`src/hdl/counterPkg.sv`:
```
// counter CSR package
// shared widths, CSR addresses, privilege codes and the structs
// that travel between the counter blocks
`default_nettype none

package counterPkg;

    //////////////////////////////////////////////////
    // widths
    //////////////////////////////////////////////////
    localparam int XLEN         = 64;
    localparam int NUM_COUNTERS = 8;
    localparam int CSR_ADDR_W   = 12;
    // low address bits select the counter slot
    localparam int INDEX_W      = $clog2(NUM_COUNTERS);

    //////////////////////////////////////////////////
    // CSR addresses
    //////////////////////////////////////////////////
    localparam logic [CSR_ADDR_W-1:0] ADDR_MCOUNTER_BASE = 12'hB00;
    localparam logic [CSR_ADDR_W-1:0] ADDR_UCOUNTER_BASE = 12'hC00;
    localparam logic [CSR_ADDR_W-1:0] ADDR_MCOUNTINHIBIT = 12'h320;
    localparam logic [CSR_ADDR_W-1:0] ADDR_MCOUNTEREN    = 12'h306;
    localparam logic [CSR_ADDR_W-1:0] ADDR_SCOUNTEREN    = 12'h106;

    // time slot, not implemented here
    localparam int TIME_INDEX = 1;

    // privilege encodings as in mstatus.MPP
    typedef enum logic [1:0] {
        U = 2'b00,
        S = 2'b01,
        M = 2'b11
    } privMode_t;

    // raw event levels from the pipeline
    typedef struct packed {
        logic instrValid;
        logic loadStall;
        logic predWrong;
        logic instrClass0;
    } counterEvents_t;

    // CSR request from the core
    typedef struct packed {
        logic [CSR_ADDR_W-1:0] addr;
        logic                  write;
        logic [XLEN-1:0]       wdata;
        privMode_t             priv;
    } csrReq_t;

    // mcountinhibit / mcounteren / scounteren
    typedef struct packed {
        logic [NUM_COUNTERS-1:0] inhibit;
        logic [NUM_COUNTERS-1:0] mEnable;
        logic [NUM_COUNTERS-1:0] sEnable;
    } counterEnables_t;

    // result of the read decode
    typedef struct packed {
        logic               legal;
        logic               isCounter;
        logic [INDEX_W-1:0] index;
    } accessDecision_t;

    typedef logic [NUM_COUNTERS-1:0][XLEN-1:0] counterValues_t;

endpackage

`default_nettype wire

```
`src/hdl/counterCtrlRegs.sv`:
```
// counter enable registers
// holds mcountinhibit, mcounteren and scounteren and decodes their writes
`default_nettype none

module counterCtrlRegs import counterPkg::*; (
    input  wire logic      clk,
    input  wire logic      arstN,
    input  csrReq_t        csrReq,
    output counterEnables_t enables
);

    logic                    inhibitWr;
    logic                    mEnableWr;
    logic                    sEnableWr;
    logic [NUM_COUNTERS-1:0] wrVal;

    //////////////////////////////////////////////////
    // write decode
    //////////////////////////////////////////////////
    always_comb begin
        // write legality already checked by the core
        inhibitWr = csrReq.write && (csrReq.addr == ADDR_MCOUNTINHIBIT);
        mEnableWr = csrReq.write && (csrReq.addr == ADDR_MCOUNTEREN);
        sEnableWr = csrReq.write && (csrReq.addr == ADDR_SCOUNTEREN);
        // only the low bits map onto real slots
        wrVal = csrReq.wdata[NUM_COUNTERS-1:0];
        // time slot bit is hardwired to zero
        wrVal[TIME_INDEX] = 1'b0;
    end

    //////////////////////////////////////////////////
    // registers
    //////////////////////////////////////////////////
    always_ff @(posedge clk or negedge arstN) begin
        if (!arstN) begin
            enables <= '0;
        end else begin
            // bit 0 stays writable so the cycle counter can stop
            if (inhibitWr) begin
                enables.inhibit <= wrVal;
            end
            if (mEnableWr) begin
                enables.mEnable <= wrVal;
            end
            if (sEnableWr) begin
                enables.sEnable <= wrVal;
            end
        end
    end

endmodule

`default_nettype wire

```
`src/hdl/counterBank.sv`:
```
// counter bank
// eight 64-bit counters with event increment, inhibit and
// machine-mode writes; the time slot stays at zero
`default_nettype none

module counterBank import counterPkg::*; (
    input  wire logic       clk,
    input  wire logic       arstN,
    input  csrReq_t         csrReq,
    input  counterEvents_t  events,
    input  counterEnables_t enables,
    output counterValues_t  values
);

    logic [NUM_COUNTERS-1:0] eventVec;
    logic [NUM_COUNTERS-1:0] countEn;
    logic [NUM_COUNTERS-1:0] writeEn;
    logic                    mRangeWrite;

    //////////////////////////////////////////////////
    // event to slot mapping
    //////////////////////////////////////////////////
    always_comb begin
        // unwired slots default to no event
        eventVec = '0;
        // cycle counter
        eventVec[0] = 1'b1;
        // slot 1 is time, never counts here
        eventVec[2] = events.instrValid;
        eventVec[3] = events.loadStall;
        eventVec[4] = events.predWrong;
        eventVec[5] = events.instrClass0;
        // slots 6 and 7 only change on writes
    end

    // inhibit bit gates the increment
    assign countEn = eventVec & ~enables.inhibit;

    //////////////////////////////////////////////////
    // machine counter write decode
    //////////////////////////////////////////////////
    assign mRangeWrite = csrReq.write &&
        (csrReq.addr[CSR_ADDR_W-1:INDEX_W] == ADDR_MCOUNTER_BASE[CSR_ADDR_W-1:INDEX_W]);

    always_comb begin
        for (int i = 0; i < NUM_COUNTERS; i++) begin
            // one-hot on the low address bits, time slot excluded
            writeEn[i] = mRangeWrite &&
                         (csrReq.addr[INDEX_W-1:0] == INDEX_W'(i)) &&
                         (i != TIME_INDEX);
        end
    end

    //////////////////////////////////////////////////
    // counters
    //////////////////////////////////////////////////
    always_ff @(posedge clk or negedge arstN) begin
        if (!arstN) begin
            values <= '0;
        end else begin
            for (int i = 0; i < NUM_COUNTERS; i++) begin
                if (i == TIME_INDEX) begin
                    values[i] <= '0;
                end else if (writeEn[i]) begin
                    // write wins over the increment
                    values[i] <= csrReq.wdata;
                end else if (countEn[i]) begin
                    values[i] <= values[i] + XLEN'(1);
                end
            end
        end
    end

endmodule

`default_nettype wire

```
`src/hdl/counterAccessCheck.sv`:
```
// counter access check
// decodes the CSR address into a counter slot and decides whether
// the current privilege mode may read it
`default_nettype none

module counterAccessCheck import counterPkg::*; (
    input  csrReq_t         csrReq,
    input  counterEnables_t enables,
    output accessDecision_t decision
);

    logic               inMRange;
    logic               inURange;
    logic               notTime;
    logic [INDEX_W-1:0] idx;

    //////////////////////////////////////////////////
    // address decode
    //////////////////////////////////////////////////
    always_comb begin
        idx = csrReq.addr[INDEX_W-1:0];
        // compare everything above the slot bits
        inMRange = csrReq.addr[CSR_ADDR_W-1:INDEX_W] ==
                   ADDR_MCOUNTER_BASE[CSR_ADDR_W-1:INDEX_W];
        inURange = csrReq.addr[CSR_ADDR_W-1:INDEX_W] ==
                   ADDR_UCOUNTER_BASE[CSR_ADDR_W-1:INDEX_W];
        // time is left out in both ranges
        notTime  = idx != INDEX_W'(TIME_INDEX);
    end

    //////////////////////////////////////////////////
    // privilege rules
    //////////////////////////////////////////////////
    always_comb begin
        decision.index     = idx;
        decision.isCounter = (inMRange || inURange) && notTime;
        case (csrReq.priv)
            // machine mode sees every counter
            M: begin
                decision.legal = decision.isCounter;
            end
            // supervisor: user range only, gated by mcounteren
            S: begin
                decision.legal = inURange && notTime && enables.mEnable[idx];
            end
            // user: needs both enable levels
            U: begin
                decision.legal = inURange && notTime &&
                                 enables.mEnable[idx] && enables.sEnable[idx];
            end
            // reserved mode code
            default: begin
                decision.legal = 1'b0;
            end
        endcase
    end

endmodule

`default_nettype wire

```
`src/hdl/counterReadMux.sv`:
```
// counter read mux
// picks the addressed counter value or flags an illegal access
`default_nettype none

module counterReadMux import counterPkg::*; (
    input  counterValues_t   values,
    input  accessDecision_t  decision,
    output logic [XLEN-1:0]  readData,
    output logic             illegal
);

    logic hit;

    // both a counter address and permitted
    assign hit = decision.isCounter && decision.legal;

    always_comb begin
        if (hit) begin
            readData = values[decision.index];
            illegal  = 1'b0;
        end else begin
            // zero data on any refused read
            readData = '0;
            illegal  = 1'b1;
        end
    end

endmodule

`default_nettype wire

```
`src/hdl/counterCsrTop.sv`:
```
// counter CSR top
// enable registers, counter bank, access check and read mux
// for a 64-bit hart; reads combinational, writes land at the next edge
`default_nettype none

module counterCsrTop import counterPkg::*; (
    input  wire logic       clk,
    input  wire logic       arstN,
    input  csrReq_t         csrReq,
    input  counterEvents_t  events,
    output logic [XLEN-1:0] readData,
    output logic            illegal
);

    counterEnables_t enables;
    counterValues_t  values;
    accessDecision_t decision;

    //////////////////////////////////////////////////
    // state
    //////////////////////////////////////////////////
    // enable registers feed both bank and check
    counterCtrlRegs ctrlRegs (
        .clk     (clk),
        .arstN   (arstN),
        .csrReq  (csrReq),
        .enables (enables)
    );

    counterBank bank (
        .clk     (clk),
        .arstN   (arstN),
        .csrReq  (csrReq),
        .events  (events),
        .enables (enables),
        .values  (values)
    );

    //////////////////////////////////////////////////
    // read path
    //////////////////////////////////////////////////
    // runs alongside the bank, no register in between
    counterAccessCheck accessCheck (
        .csrReq   (csrReq),
        .enables  (enables),
        .decision (decision)
    );

    counterReadMux readMux (
        .values   (values),
        .decision (decision),
        .readData (readData),
        .illegal  (illegal)
    );

endmodule

`default_nettype wire

```
`config.mk`:
```
export PLATFORM = sky130hd
export DESIGN_NAME = counterCsrTop
export DESIGN_NICKNAME = d
export VERILOG_FILES = /design/src/hdl/counterPkg.sv /design/src/hdl/counterCtrlRegs.sv /design/src/hdl/counterBank.sv /design/src/hdl/counterAccessCheck.sv /design/src/hdl/counterReadMux.sv /design/src/hdl/counterCsrTop.sv
export SDC_FILE = /design/constraint.sdc
export NUM_CORES = 1
export LEC_CHECK = 0
export ABC_AREA = 0
export CORE_ASPECT_RATIO = 1.5
export CORE_MARGIN = 2
export CORE_UTILIZATION = 49
export CTS_CLUSTER_DIAMETER = 80
export CTS_CLUSTER_SIZE = 20
export DETAILED_ROUTE_END_ITERATION = 16
export DONT_BUFFER_PORTS = 1
export MAX_ROUTING_LAYER = met4
export PLACE_DENSITY = 0.73
export SYNTH_ARGS = -nofsm -noshare
export SYNTH_HDL_FRONTEND = slang
export SYNTH_SLANG_ARGS = --single-unit
```
`constraint.sdc`:
```
create_clock -name clk -period 8.3 [get_ports clk]
set_clock_uncertainty 0.05 [all_clocks]
set_input_delay 1.245 -clock clk [delete_from_list [all_inputs] [get_ports clk]]
set_output_delay 1.245 -clock clk [all_outputs]
set_load 0.02 [all_outputs]
```
==> results of run 1 <==
-- path summary, 6_finish.rpt --
kind | from | endpoint | cells past startpoint
max in group asynchronous | arstN | ctrlRegs.enables[5]$_DFFE_PN0P_ | 0
min in group clk | ctrlRegs.enables[14]$_DFFE_PN0P_ | ctrlRegs.enables[14]$_DFFE_PN0P_ | 1
max | csrReq[74] | readData[29] | 6
min reg2reg | ctrlRegs.enables[14]$_DFFE_PN0P_ | ctrlRegs.enables[14]$_DFFE_PN0P_ | 1
min | arstN | bank.values[340]$_DFFE_PN0P_ | 0
max reg2reg | bank.values[344]$_DFFE_PN0P_ | bank.values[379]$_DFFE_PN0P_ | 6
-- placed cells by master (no fill, tap or decap), types with 4 or more instances in the layout --
cell       count
mux4_2        66
nor2_1       287
a21oi_1      145
a31oi_1        5
nor2b_1        8
inv_1         34
nand2b_1       4
ha_1           5
nand4_1      107
mux2_2       213
buf_4         21
o21ai_0      227
nand3_1      133
and4_1        21
nor3_1        64
and3_1        52
nor4_1        26
nor4_2         8
xnor2_1      141
or2_2          9
nand2_1      342
or4_1          6
a22oi_1       64
clkbuf_16     27
nand4b_1       7
dfrtp_1      467
or3_1         17
nor2_4         4
and4b_1        4
o21ai_1        8
nand3b_1       4
and2_1        17
xor2_1       166
mux2i_1        6
-- critical path, delay by kind of cell --
family | cells | cell delay (ns)
AOI/OAI and AO/OA | 1 | 0.12
buffers and inverters | 1 | 0.38
and+or+nand+nor | 4 | 1.55
-- routing by layer --
layer / routed length, um / global-route usage (%) / vias to the layer above
met2: 43550 / 52.51 / 719
li1: - / - / 9883
met4: 5846 / 18.37 / 0
met1: 30200 / 32.68 / 10900
met3: 4004 / 3.201 / 243
met5: 0 / - / -
-- power groups by stage --
stage	registers [uW]	clock network (uW)	logic, uW
after CTS	2520	1380	325
after floorplan	2510	0	303
final	2520	1360	324
after global placement	2550	0	307
after detailed placement	2560	0	321
after global routing	2530	1460	359
-- layout make-up --
type / count / area share, %
Timing Repair Buffer: 21 / 0.5561
Clock inverter: 4 / 0.1015
Inverter: 34 / 0.4502
Sequential cell: 467 / 41.22
Tap cell: 695 / 3.067
Multi-Input combinational cell: 2198 / 52.21
Antenna cell: 1 / 0.008827
Clock buffer: 27 / 2.383
-- kinds of logic after synthesis --
family | count (synthesis) | share of synthesized area (%)
adder cells (fa/ha/maj) | 5 | 0.2298
flip-flops | 467 | 42.92
buffers and inverters | 211 | 3.038
multiplexers | 285 | 14.49
AO/OA/AOI/OAI | 460 | 9.187
XOR/XNOR | 307 | 9.876
AND/OR/NAND/NOR | 1141 | 20.25
-- metrics by stage --
step	total power, uW	instance area [um2]	cells
after global placement	2857	27640	3415
after CTS	4219	28350	3446
after global routing	4354	28350	3447
after floorplan	2811	27220	2876
final	4207	28350	3447
after detailed placement	2882	27640	3415
-- state kept, by name, summed over array words and instances, names as in the netlist --
register and count:
bank.values 448, ctrlRegs.enables 19
==> flow_summary_export.csv, run 1 <==
group,metric,value,unit
status,status,"finished with violations",
status,violations,"max-slew violations",
finish,regArea,0.01169,mm2
cts,clkTransAtPathRegs,0.08,ns
power_and_ir_drop,p_clk_share,32.4,%
cts,clk_latency,0.60,ns
power_and_ir_drop,switching_share,25.62,%
cts,cts-hold-fix-buffers,0,
die,rows,105,
sta,finalCritPeriodShare,56.21,%
power_and_ir_drop,pwr-share-seq,59.9,%
power_and_ir_drop,switchingPower,1078,uW
routing,drt_iter0_drc,1725,
die,die_w,196.5,um
sta,maxSlewHeadroom,-6.451,%
die,die_area,0.05750,mm2
synth,synth_flop_cell,"dfrtp_1",
worst_setup_path,crit_required,7.01,ns
placed_design,hpwl,58370,um
cts,cts.sinks,467,
synth,synth_async_sr_flop_share,100.0,%
worst_setup_path,endpoint_kind,"output port",
power_and_ir_drop,p_per_area,148.4,mW/mm2
synth,ys_seq_elements,467,
synth,ys_seq_area_share,42.92,%
synth,yosysTopAreaCell,"dfrtp_1",
sta,rsz0062_at_grt,"false",
cts,postCtsSetupRepairBufs,0,
finish,drive_gt1_share,13.38,%
worst_setup_path,worstPathCellList,"nor4_1, nand3b_1, nor3_1, o211ai_1, buf_4, nor2_1",
sta,hold_viol,0,
sta,post-route-worst-setup-slack,3.635,ns
worst_setup_path,start_kind,"input pin",
cts,cts_max_path_buffers,3,
routing,wirelength,83600,um
cts,cts_tree,"yes",
cts,cts_resized,0,
synth,synth_top_area_share,42.92,%
sta,holdWs,0.3475,ns
sta,final-max-slew-violation-count,124,
placed_design,dp_slack,3.653,ns
routing,drc,0,
finish,post-route-util,51.75,%
finish,layout.nets,2839,
worst_setup_path,crit_arrival,3.37,ns
finish,fill_cells,4909,
synth,synth.most_common_cell,"dfrtp_1",
global_route,antenna_found_initial,1,
die,die_height,292.7,um
routing,routedWlPerCell,24.25,um
cts,cts_max_level,1,
routing,via_per_inst,6.308,
worst_setup_path,max_stage_delay,0.46,ns
worst_setup_path,slowest_stage,"nor2_1",
sta,fmax,214.4,MHz
synth,syn_nets,2966,
sta,worstMarginPinSlew,1.597,ns
routing,vias,21740,
die,start_util,49.70,%
synth,synth-edff-count,0,
global_route,grt_max_degree,468,
synth,synthDistinctLibCells,58,
cts,numCtsBuffers,27,
flow_run,cap_violations,0,
hold_path,hold_path_class,"in2async",
global_route,grt-ovfl-total,0,
placed_design,io_buffer_count,0,
die,core,0.05478,mm2
synth,synthTopCellsByCount,"dfrtp_1 (467), nand2_1 (342), nor2_1 (291), o21ai_0 (227), mux2_2 (213)",
worst_setup_path,critical_path_class,"in2out",
synth,syn_area,0.02722,mm2
routing,dr.pass1.iters,5,
finish,multiInputGateArea,0.01480,mm2
worst_setup_path,crit_fanout,65,
power_and_ir_drop,comb_power_share,7.7,%
sta,setup_tns,0,ns
global_route,track_usage,29.99,%
finish,synthToLayoutAreaGrowth,4.127,%
synth,synth_area_leaders,"dfrtp_1 (43%), mux2_2 (8.8%), mux4_2 (5.5%)",
worst_setup_path,r2r_setup_slack,4.70,ns
cts,cts_root_buffer,"clkbuf_16",
placed_design,place_congestion,0.9072,
power_and_ir_drop,peakVddDrop,0.1461,mV
sta,setup_viol,0,
global_route,grt_pass1_vias,22520,
synth,netlist_instances,2876,
synth,yosysWarningCount,0,
power_and_ir_drop,leakagePower,0.01128,uW
power_and_ir_drop,internal_power,3129,uW
die,io_pins,150,
sta,period_minus_slack,4.665,ns
global_route,grt_first_pass_wirelength,129800,um
synth,avgSynthCellArea,9.466,um2
routing,postRouteAntennaNets,0,
No activity file was read; power rests on OpenSTA's default activity.
==> run 2: changes to the inputs <==
- PLACE_DENSITY: 0.73 -> 0.75
- clock period: 8.3 -> 4.2 ns (I/O delays scaled with it)
==> flow_summary_export.csv, run 2 (synthesized netlist as in run 1, its figures left out) <==
group,metric,value,unit
worst_setup_path,start_kind,"flop",
global_route,track_usage,30.41,%
worst_setup_path,crit_arrival,2.68,ns
placed_design,io_buffer_count,0,
finish,mostFrequentLayoutCell,"dfrtp_1",
cts,numCtsBuffers,27,
cts,cts_resized,0,
worst_setup_path,setup.worst_path.start,"ctrlRegs.enables[11]$_DFFE_PN0P_",
worst_setup_path,cp.depth,8,
placed_design,place_congestion,0.9408,
cts,cts_root_buffer,"clkbuf_16",
placed_design,post_dp_cell_area,0.02806,mm2
cts,cts_max_level,1,
worst_setup_path,crit_required,3.52,ns
power_and_ir_drop,switchingPower,2138,uW
global_route,antenna_found_initial,1,
cts,cts_max_path_buffers,3,
power_and_ir_drop,internal_power,6244,uW
sta,setup_tns,0,ns
worst_setup_path,crit_fanout,65,
sta,hold_viol,138,
global_route,grt_pass1_vias,22800,
sta,maxSlewHeadroom,-51.31,%
flow_run,cap_violations,0,
worst_setup_path,reg2reg_from,"bank.values[128]$_DFFE_PN0P_",
worst_setup_path,crit_family,"compound AO/OA/AOI/OAI gates",
cts,clkTransAtPathRegs,0.09,ns
sta,post-route-worst-setup-slack,0.8420,ns
sta,fmax,297.8,MHz
sta,rsz0062_at_grt,"false",
finish,largest_reg_flops,448,
routing,routedWlPerCell,24.16,um
finish,stdcell_area,0.02879,mm2
die,die_w,196.5,um
worst_setup_path,r2r_cells,7,
global_route,grt-ovfl-total,0,
status,status,"finished with violations",
power_and_ir_drop,switching_share,25.50,%
worst_setup_path,worstPathCellList,"mux2_2, a221o_1, a31oi_1, nor3_1, o211ai_1, buf_12, nor2_1, buf_4",
die,io_pins,150,
worst_setup_path,r2r_setup_slack,1.17,ns
sta,worstMarginPinSlew,2.270,ns
finish,synthToLayoutAreaGrowth,5.736,%
sta,period_minus_slack,3.358,ns
sta,finalCritPeriodShare,79.95,%
routing,vias,22300,
die,core,0.05478,mm2
power_and_ir_drop,peakVddDrop,0.3523,mV
finish,top_register,"bank.values",
worst_setup_path,reg2reg_to,"bank.values[190]$_DFFE_PN0P_",
finish,fill_cells,4830,
routing,postRouteAntennaNets,0,
sta,holdWs,-0.2712,ns
worst_setup_path,max_stage_delay,0.39,ns
power_and_ir_drop,leakagePower,0.01156,uW
die,rows,105,
finish,post-route-util,52.55,%
hold_path,hold_path_class,"in2async",
routing,wirelength,84440,um
placed_design,hpwl,59540,um
placed_design,dp_slack,0.9373,ns
sta,final-max-slew-violation-count,327,
global_route,grt_first_pass_wirelength,131800,um
die,die_area,0.05750,mm2
routing,via_per_inst,6.381,
finish,top_regs,"bank.values x448, ctrlRegs.enables x19",
die,start_util,49.70,%
finish,layout.nets,2887,
worst_setup_path,crit_buf_inv,2,
global_route,grt_max_degree,468,
cts,clk_latency,0.61,ns
worst_setup_path,endpoint_kind,"output port",
worst_setup_path,endpoint,"readData[31]",
routing,drt_iter0_drc,1860,
sta,setup_viol,0,
cts,cts.sinks,467,
power_and_ir_drop,comb_power_share,7.7,%
power_and_ir_drop,pwr-share-seq,59.4,%
die,die_height,292.7,um
power_and_ir_drop,p_total,8382,uW
finish,mostFrequentLayoutCells,"dfrtp_1 (467), nand2_1 (342), nor2_1 (287)",
cts,cts_tree,"yes",
power_and_ir_drop,p_per_area,291.2,mW/mm2
cts,postCtsSetupRepairBufs,0,
routing,drc,0,
worst_setup_path,slowest_stage,"dfrtp_1",
power_and_ir_drop,p_clk_share,32.9,%
finish,drive_gt1_share,14.86,%
routing,dr.pass1.iters,6,
worst_setup_path,critical_path_class,"reg2out",
status,violations,"negative hold slack, max-slew violations",
run 2: cell types whose count changed in the layout (fill, tap and decap cells not counted), sizes merged:
cell      before  now
clkinvlp       2    0
buf           21   69
clkinv         1    2
bufinv         0    1
run 2: final cells by class:
cell class	instances	area, um2	area share (%)
Multi-Input combinational cell	2198	14790	51.38
Sequential cell	467	11690	40.60
Tap cell	695	869.6	3.021
Clock buffer	27	675.6	2.347
Timing Repair Buffer	69	580.6	2.017
Inverter	34	127.6	0.4433
Clock inverter	4	52.55	0.1826
Antenna cell	1	2.502	0.008693
run 2: power by group through the flow:
stage	Clock (uW)	Sequential (uW)	Combinational, uW
global placement	0	5040	609
detailed placement	0	5060	642
CTS	2790	4970	644
floorplan	0	4960	599
finish	2760	4980	647
global route	2940	5010	712
run 2: how the worst min path moves through the flow:
stage | cells after the start | slack [ns] | from | to
floorplan | 0 | 0.28 | arstN | bank.values[0]$_DFFE_PN0P_
global placement | 0 | 0.33 | arstN | bank.values[411]$_DFFE_PN0P_
detailed placement | 0 | 0.33 | arstN | bank.values[477]$_DFFE_PN0P_
CTS | 0 | -0.30 | arstN | bank.values[477]$_DFFE_PN0P_
global route | 0 | -0.29 | arstN | bank.values[474]$_DFFE_PN0P_
finish | 0 | -0.27 | arstN | bank.values[283]$_DFFE_PN0P_
run 2: routing by layer:
layer	vias to the layer above	share of wire [%]	track usage, %
li1	9992	-	-
met2	889	52	52.14
met5	-	0	-
met4	0	7.9	20.88
met1	11120	35	33.33
met3	304	5.3	3.005
run 2: worst register-to-register path: cells and delay by family (launching register included):
kind,cells,cell delay (ns)
and+or+nand+nor,4,1.84
AOI/OAI and AO/OA,2,0.30
DFF,1,0.49
adders and majority gates,1,0.25
run 2: per-stage QoR:
step,instances,hold WS [ns]
after floorplan,2876,0.2844
after global placement,3463,0.3305
after detailed placement,3463,0.3309
after CTS,3494,-0.2958
after global routing,3495,-0.2920
final,3495,-0.2712
